## src/include/command_consts.svh

```systemverilog
`ifndef COMMAND_CONSTS_SVH
`define COMMAND_CONSTS_SVH

// Byte returned by the chip identifier register
`define CHIP_ID_VALUE 8'h81

// Palette geometry
`define PALETTE_DEPTH 16
`define PALETTE_INDEX_BITS 4

// Operand counter width so the count wraps after 255
`define OPERAND_COUNT_BITS 8

`endif
```

## src/verilog/command_pkg.sv

```systemverilog
`default_nettype none

package command_pkg;

    // First byte of every SPI transaction
    typedef enum logic [7:0] {
        PALETTE_WRITE = 8'h11,
        PALETTE_READ  = 8'h12,
        CHIP_ID       = 8'hDB
    } opcode_e;

    // Where the peripheral is within a transaction
    typedef enum logic [1:0] {
        PHASE_IDLE,
        PHASE_OPCODE,
        PHASE_OPERAND
    } spi_phase_e;

    typedef enum logic [1:0] {
        PALETTE_IDLE,
        PALETTE_WRITING,
        PALETTE_READING
    } palette_state_e;

endpackage

`default_nettype wire

```

## src/verilog/spi_command_top.sv

```systemverilog
`timescale 1ns/100ps
`default_nettype none

`include "command_consts.svh"

module spi_command_top (
    input logic clock,
    input logic reset,

    input logic spi_select,
    input logic spi_clock,
    input logic spi_data_in,
    output logic spi_data_out
);

// Decoded command shared by every responder
command_pkg::opcode_e opcode;
logic opcode_valid;
logic [7:0] operand;
logic operand_valid;
logic [`OPERAND_COUNT_BITS-1:0] operand_count;

logic [7:0] chip_response;
logic chip_response_valid;
logic [7:0] palette_response;
logic palette_response_valid;

spi_peripheral spi_peripheral (
    .clock(clock),
    .reset(reset),

    .spi_select(spi_select),
    .spi_clock(spi_clock),
    .spi_data_in(spi_data_in),

    .chip_response(chip_response),
    .chip_response_valid(chip_response_valid),
    .palette_response(palette_response),
    .palette_response_valid(palette_response_valid),

    .spi_data_out(spi_data_out),

    .opcode(opcode),
    .opcode_valid(opcode_valid),
    .operand(operand),
    .operand_valid(operand_valid),
    .operand_count(operand_count)
);

// Chip identifier
spi_register #(
    .REGISTER_ADDRESS(command_pkg::CHIP_ID),
    .REGISTER_VALUE(`CHIP_ID_VALUE)
) chip_id (
    .clock(clock),
    .reset(reset),
    .opcode(opcode),
    .opcode_valid(opcode_valid),
    .response(chip_response),
    .response_valid(chip_response_valid)
);

palette_registers palette_registers (
    .clock(clock),
    .reset(reset),
    .opcode(opcode),
    .opcode_valid(opcode_valid),
    .operand(operand),
    .operand_valid(operand_valid),
    .operand_count(operand_count),
    .response(palette_response),
    .response_valid(palette_response_valid)
);

endmodule

`default_nettype wire

```

## src/verilog/palette_registers.sv

```systemverilog
`timescale 1ns/100ps
`default_nettype none

`include "command_consts.svh"

module palette_registers (
    input logic clock,
    input logic reset,

    input command_pkg::opcode_e opcode,
    input logic opcode_valid,
    input logic [7:0] operand,
    input logic operand_valid,
    input logic [`OPERAND_COUNT_BITS-1:0] operand_count,

    output logic [7:0] response,
    output logic response_valid
);

command_pkg::palette_state_e state;

logic [7:0] palette_y [`PALETTE_DEPTH];
logic [7:0] palette_cb [`PALETTE_DEPTH];
logic [7:0] palette_cr [`PALETTE_DEPTH];

logic [`PALETTE_INDEX_BITS-1:0] entry_index;
logic [7:0] staged_y;
logic [7:0] staged_cb;
logic answer;       // Raise valid on the following cycle

always_ff @(posedge clock) begin
    if (reset) begin
        state <= command_pkg::PALETTE_IDLE;
        answer <= 1'b0;
        response_valid <= 1'b0;
        for (int i = 0; i < `PALETTE_DEPTH; i++) begin
            palette_y[i] <= 8'h00;
            palette_cb[i] <= 8'h00;
            palette_cr[i] <= 8'h00;
        end
    end else begin
        response_valid <= answer;

        if (opcode_valid) begin
            answer <= 1'b0;
            response_valid <= 1'b0;
            case (opcode)
                command_pkg::PALETTE_WRITE: state <= command_pkg::PALETTE_WRITING;
                command_pkg::PALETTE_READ: state <= command_pkg::PALETTE_READING;
                default: state <= command_pkg::PALETTE_IDLE;
            endcase
        end else if (operand_valid) begin
            answer <= 1'b0;
            response_valid <= 1'b0;
            case (state)
                command_pkg::PALETTE_WRITING: begin
                    case (operand_count)
                        'd0: entry_index <= operand[`PALETTE_INDEX_BITS-1:0];
                        'd1: staged_y <= operand;
                        'd2: staged_cb <= operand;
                        'd3: begin  // Commit all three together
                            palette_y[entry_index] <= staged_y;
                            palette_cb[entry_index] <= staged_cb;
                            palette_cr[entry_index] <= operand;
                        end
                        default: ;
                    endcase
                end
                command_pkg::PALETTE_READING: begin
                    case (operand_count)
                        'd0: begin
                            entry_index <= operand[`PALETTE_INDEX_BITS-1:0];
                            response <= palette_y[operand[`PALETTE_INDEX_BITS-1:0]];
                            answer <= 1'b1;
                        end
                        'd1: begin
                            response <= palette_cb[entry_index];
                            answer <= 1'b1;
                        end
                        'd2: begin
                            response <= palette_cr[entry_index];
                            answer <= 1'b1;
                        end
                        default: ;      // Nothing after Cr
                    endcase
                end
                default: ;
            endcase
        end
    end
end

endmodule

`default_nettype wire

```

## src/verilog/spi_register.sv

```systemverilog
`timescale 1ns/100ps
`default_nettype none

module spi_register #(
    parameter command_pkg::opcode_e REGISTER_ADDRESS = command_pkg::CHIP_ID,
    parameter logic [7:0] REGISTER_VALUE = 8'h00
) (
    input logic clock,
    input logic reset,

    input command_pkg::opcode_e opcode,
    input logic opcode_valid,

    output logic [7:0] response,
    output logic response_valid
);

logic address_match;

// Valid drops for a cycle on every opcode and then follows the match
always_ff @(posedge clock) begin
    if (reset) begin
        address_match <= 1'b0;
        response_valid <= 1'b0;
    end else if (opcode_valid) begin
        address_match <= (opcode == REGISTER_ADDRESS);
        response_valid <= 1'b0;
    end else begin
        response_valid <= address_match;
    end
end

always_ff @(posedge clock) begin
    if (opcode_valid && opcode == REGISTER_ADDRESS) response <= REGISTER_VALUE;
end

endmodule

`default_nettype wire

```

## src/verilog/spi_peripheral.sv

```systemverilog
`timescale 1ns/100ps
`default_nettype none

`include "command_consts.svh"

module spi_peripheral (
    input logic clock,
    input logic reset,

    input logic spi_select,
    input logic spi_clock,
    input logic spi_data_in,

    input logic [7:0] chip_response,
    input logic chip_response_valid,
    input logic [7:0] palette_response,
    input logic palette_response_valid,

    output logic spi_data_out,

    output command_pkg::opcode_e opcode,
    output logic opcode_valid,
    output logic [7:0] operand,
    output logic operand_valid,
    output logic [`OPERAND_COUNT_BITS-1:0] operand_count
);

// Pin synchronizers with bit 1 as the stable copy
logic [1:0] select_sync;
logic [1:0] clock_sync;
logic [1:0] data_sync;
logic clock_prev;

logic selected;
logic clock_rise;
logic clock_fall;

always_ff @(posedge clock) begin
    if (reset) begin
        select_sync <= 2'b11;   // Idle means deselected
        clock_sync <= 2'b00;
        data_sync <= 2'b00;
        clock_prev <= 1'b0;
    end else begin
        select_sync <= {select_sync[0], spi_select};
        clock_sync <= {clock_sync[0], spi_clock};
        data_sync <= {data_sync[0], spi_data_in};
        clock_prev <= clock_sync[1];
    end
end

assign selected = ~select_sync[1];
assign clock_rise = clock_sync[1] & ~clock_prev;
assign clock_fall = ~clock_sync[1] & clock_prev;

// Receive side and transaction decode
command_pkg::spi_phase_e phase;
logic [2:0] bit_count;
logic [6:0] rx_shift;
logic [7:0] rx_byte;

assign rx_byte = {rx_shift, data_sync[1]};  // Byte as it stands after this bit

always_ff @(posedge clock) begin
    if (reset || !selected) begin
        phase <= command_pkg::PHASE_IDLE;
        bit_count <= 3'd0;              // Partial byte dropped
        operand_count <= '0;
        opcode_valid <= 1'b0;
        operand_valid <= 1'b0;
    end else begin
        opcode_valid <= 1'b0;
        operand_valid <= 1'b0;

        if (operand_valid) operand_count <= operand_count + 1'b1;

        if (phase == command_pkg::PHASE_IDLE) phase <= command_pkg::PHASE_OPCODE;

        if (clock_rise) begin
            rx_shift <= rx_byte[6:0];
            bit_count <= bit_count + 1'b1;

            if (bit_count == 3'd7) begin
                if (phase == command_pkg::PHASE_OPERAND) begin
                    operand <= rx_byte;
                    operand_valid <= 1'b1;
                end else begin
                    opcode <= command_pkg::opcode_e'(rx_byte);
                    opcode_valid <= 1'b1;
                    phase <= command_pkg::PHASE_OPERAND;
                end
            end
        end
    end
end

// A response counts only when its valid rises after the latest pulse
logic chip_valid_prev;
logic palette_valid_prev;
logic pending_valid;
logic [7:0] pending_response;

always_ff @(posedge clock) begin
    if (reset) begin
        chip_valid_prev <= 1'b0;
        palette_valid_prev <= 1'b0;
    end else begin
        chip_valid_prev <= chip_response_valid;
        palette_valid_prev <= palette_response_valid;
    end
end

always_ff @(posedge clock) begin
    if (reset || !selected || opcode_valid || operand_valid) begin
        pending_valid <= 1'b0;
    end else if (chip_response_valid && !chip_valid_prev) begin
        pending_response <= chip_response;
        pending_valid <= 1'b1;
    end else if (palette_response_valid && !palette_valid_prev) begin
        pending_response <= palette_response;
        pending_valid <= 1'b1;
    end
end

// Transmit shifter sends MSB first on falling edges
logic [7:0] tx_shift;

always_ff @(posedge clock) begin
    if (reset || !selected) begin
        tx_shift <= 8'h00;
    end else if (clock_fall) begin
        if (bit_count == 3'd0) begin
            tx_shift <= pending_valid ? pending_response : 8'h00;  // Next byte starts
        end else begin
            tx_shift <= {tx_shift[6:0], 1'b0};
        end
    end
end

assign spi_data_out = tx_shift[7];

endmodule

`default_nettype wire

```

## config.mk

```make
export PLATFORM = sky130hd
export DESIGN_NAME = spi_command_top
export DESIGN_NICKNAME = d
export VERILOG_FILES = /design/src/verilog/command_pkg.sv /design/src/verilog/spi_command_top.sv /design/src/verilog/palette_registers.sv /design/src/verilog/spi_register.sv /design/src/verilog/spi_peripheral.sv
export VERILOG_INCLUDE_DIRS = /design/src /design/src/include
export SDC_FILE = /design/constraint.sdc
export NUM_CORES = 1
export LEC_CHECK = 0
export BUFFER_PORTS_ARGS = -buffer_cell sky130_fd_sc_hd__buf_2
export CAP_MARGIN = 20
export CORE_MARGIN = 10
export CORE_UTILIZATION = 47
export CTS_CLUSTER_DIAMETER = 120
export CTS_CLUSTER_SIZE = 25
export DETAILED_ROUTE_END_ITERATION = 6
export GPL_ROUTABILITY_DRIVEN = 0
export SLEW_MARGIN = 20
export SYNTH_ARGS = -nofsm -noshare
export SYNTH_HDL_FRONTEND = slang
export SYNTH_SLANG_ARGS = --single-unit
```

## constraint.sdc

```tcl
create_clock -name clock -period 3.96 [get_ports clock]
set_input_delay 0.792 -clock clock [delete_from_list [all_inputs] [get_ports clock]]
set_output_delay 0.792 -clock clock [all_outputs]
set_load 0.05 [all_outputs]
```

==> results.sh <==
export IMPL_critical_path_class="reg2reg"
export IMPL_synth_main_ff_cell="edfxtp_1"
export IMPL_rows=78
export IMPL_path_cells="buf_4 > buf_4 > mux2_2 > a22oi_1 > a211oi_1 > nor4_1 > nand4_1"
export IMPL_port_buffers=5
export IMPL_drive_gt1_share_pct=14.90
export IMPL_first_pass_iters=6
export IMPL_dieArea_um2=54550
export IMPL_grt_pass1_wl_mm=79.05
export IMPL_finalMaxSlewViolations=0
export IMPL_syn_area_per_cell_um2=14.76
export IMPL_drt_iter0_markers=1256
export IMPL_status="completed"
export IMPL_synth_area_leader_cell="edfxtp_1"
export IMPL_globalRoute_totalOverflow=0
export IMPL_clkTransAtPathRegs_ns=0.10
export IMPL_fp_dieW_um=233.6
export IMPL_core_area_um2=45190
export IMPL_finalPower_mw=8.760
export IMPL_clkLatencyLatePin_ns=0.57
export IMPL_cp_depth=7
export IMPL_final_hold_violation_count=0
export IMPL_cts_buffers=23
export IMPL_cp_end_kind="flip-flop"
export IMPL_drcViolationCount=0
export IMPL_root_buffer="clkbuf_16"
export IMPL_critPathArrivalTime_ns=3.14
export IMPL_ant_nets=0
export IMPL_synth_distinct_cells=56
export IMPL_final_setup_tns_ns=0
export IMPL_clockBufferDepth=3
export IMPL_post_route_period_util_pct=72.15
export IMPL_viasPerCell=5.802
export IMPL_crit_buf_inv=2
export IMPL_layout_commonest_cell="edfxtp_1"
export IMPL_slowest_delay_ns=0.73
export IMPL_cp_common_cell="buf_4"
export IMPL_synth_async_reset_ratio_pct=0
export IMPL_clock_sinks=490
export IMPL_syn2layout_area_growth_pct=6.678
export IMPL_holdWs_ns=0.4264
export IMPL_max_freq_ghz=0.3500
export IMPL_synth_fp_nets=1466
export IMPL_cts_tree="yes"
export IMPL_hold_buffers=0
export IMPL_maxCapViolCount=0
export IMPL_routed_wl_mm=53.74
export IMPL_worst_pin_slew_ns=1.012
export IMPL_synth_top_cell_area_share_pct=62.06
export IMPL_antenna_cells=0
export IMPL_grt_pass1_vias=11640
export IMPL_rsz0062_at_grt="false"
export IMPL_floorplan_initialDensity_pct=47.44
export IMPL_htree_levels=1
export IMPL_crit_path_top_delay_cell="dfxtp_2"
export IMPL_cts_resized=0
export IMPL_finalSetupViolCount=0
export IMPL_min_period_ns=2.857
export IMPL_hp_class="reg2reg"
export IMPL_synth_edff_count=443
export IMPL_die_y_um=233.6
export IMPL_synth_area_um2=21430
export IMPL_layout_common_cells="edfxtp_1, and2_1, mux4_2, dfxtp_1, nand2_1"
export IMPL_peakVddDrop_mv=0.3026
export IMPL_crit_required_ns=4.24
export IMPL_r2r_cells=7
export IMPL_power_density_nw_per_um2=383.1
export IMPL_synthCells=1452
export IMPL_crit_path_start_kind="flip-flop"
export IMPL_hpwl_mm=33.81
export IMPL_nets=1434
export IMPL_yosysWarnings=0
export IMPL_grt_use_total_pct=19.70
export IMPL_finClkSkew_ns=0.01733
export IMPL_ys_ff_latch=490
export IMPL_grt_max_degree=34
export IMPL_worstHoldPathCells=1
export IMPL_maxSlewHeadroom_pct=32.26
export IMPL_grt_antenna_before_repair=5
export IMPL_cts_setup_buffers=0
export IMPL_design_portCount=6
export IMPL_dr_total_vias=11813
export IMPL_synth_yosys_seq_area_share_pct=66.45
export IMPL_wl_per_cell_um=26.39
export IMPL_ys_top_cells_by_area="edfxtp_1, and2_1, mux4_2"
export IMPL_crit_family="flip-flops"
export IMPL_p_leak_nw=7.985
export IMPL_cp_max_fo=17
-- layer usage --
layer / global-route usage (%) / share of wire [%] / routed length (um) / up-vias
met4: 4.293 / 2.1 / 1121 / 2
met1: 27.60 / 43 / 23000 / 6142
met5: 0 / 0.037 / 20 / -
met2: 31.86 / 48 / 25770 / 389
li1: - / - / - / 5213
met3: 3.240 / 7.1 / 3830 / 67
-- cells in the mapped netlist, drive strengths merged, types with 13 or more instances --
master,n
nor2,48
clkbuf,85
nand4,15
or2,21
edfxtp,443
a22oi,13
a21oi,16
nor2b,24
mux2i,32
buf,20
inv,16
and2,392
mux4,80
dfxtp,47
nand2b,13
mux2,18
nand2,41
nand3,25
-- stage by stage --
| stage | setup WS, ns | utilization (%) | instance area (um2) | std cells |
|---|---|---|---|---|
| detailed placement | 0.7902 | 49.16 | 22220 | 1995 |
| finish | 1.103 | 50.60 | 22870 | 2036 |
| CTS | 1.114 | 50.60 | 22870 | 2036 |
| global placement | 0.8081 | 49.16 | 22220 | 1995 |
| floorplan | 1.323 | - | 21430 | 1452 |
| global route | 1.018 | 50.60 | 22870 | 2036 |
-- cell type report --
class	instances	area [um2]
inverters	16	60.06
multi-input cells	841	6741
repair buffers	48	410.4
flip-flops and latches	490	14250
clock inverters	1	11.26
fillers	3750	22320
well taps	600	750.7
clock buffers	40	639.4
-- logic make-up after synthesis --
family                   after synthesis  share of synthesized area [%]
XOR/XNOR                               6                         0.2452
buffers and inverters                121                          2.271
flip-flops                           490                          66.45
adder cells (fa/ha/maj)                9                         0.5254
multiplexers                         130                          10.85
AO/OA/AOI/OAI                         72                          2.323
AND/OR/NAND/NOR                      624                          17.34
-- sequential cells by signal, indices dropped and copies added (netlist names), 8 cells and up, named ones only --
name	cells
palette_registers.palette_cb	128
palette_registers.palette_cr	128
palette_registers.palette_y	128
palette_registers.response	8
palette_registers.staged_cb	8
palette_registers.staged_y	8
spi_peripheral.opcode	8
spi_peripheral.operand	8
spi_peripheral.operand_count	8
spi_peripheral.pending_response	8
spi_peripheral.tx_shift	8
-- power by group --
part           switching [mW]  internal, mW  leakage (nW)  total (mW)
registers              0.0433          5.75          4.80        5.80
logic                   0.153        0.0821          2.87       0.235
clock network            1.61          1.12         0.310        2.73
total                    1.81          6.95          7.99        8.76
-- worst paths after layout --
path / start / endpoint / slack, ns
setup / recovery: flip-flop / palette_registers.response[3]$_DFFE_PP_ / 1.10
hold / removal: spi_peripheral.select_sync[0]$_SDFF_PP1_ / spi_peripheral.select_sync[1]$_SDFF_PP1_ / 0.43
setup reg to reg: flip-flop / palette_registers.response[3]$_DFFE_PP_ / 1.10
hold reg to reg: spi_peripheral.select_sync[0]$_SDFF_PP1_ / spi_peripheral.select_sync[1]$_SDFF_PP1_ / 0.43
No activity file was read; power rests on OpenSTA's default activity.
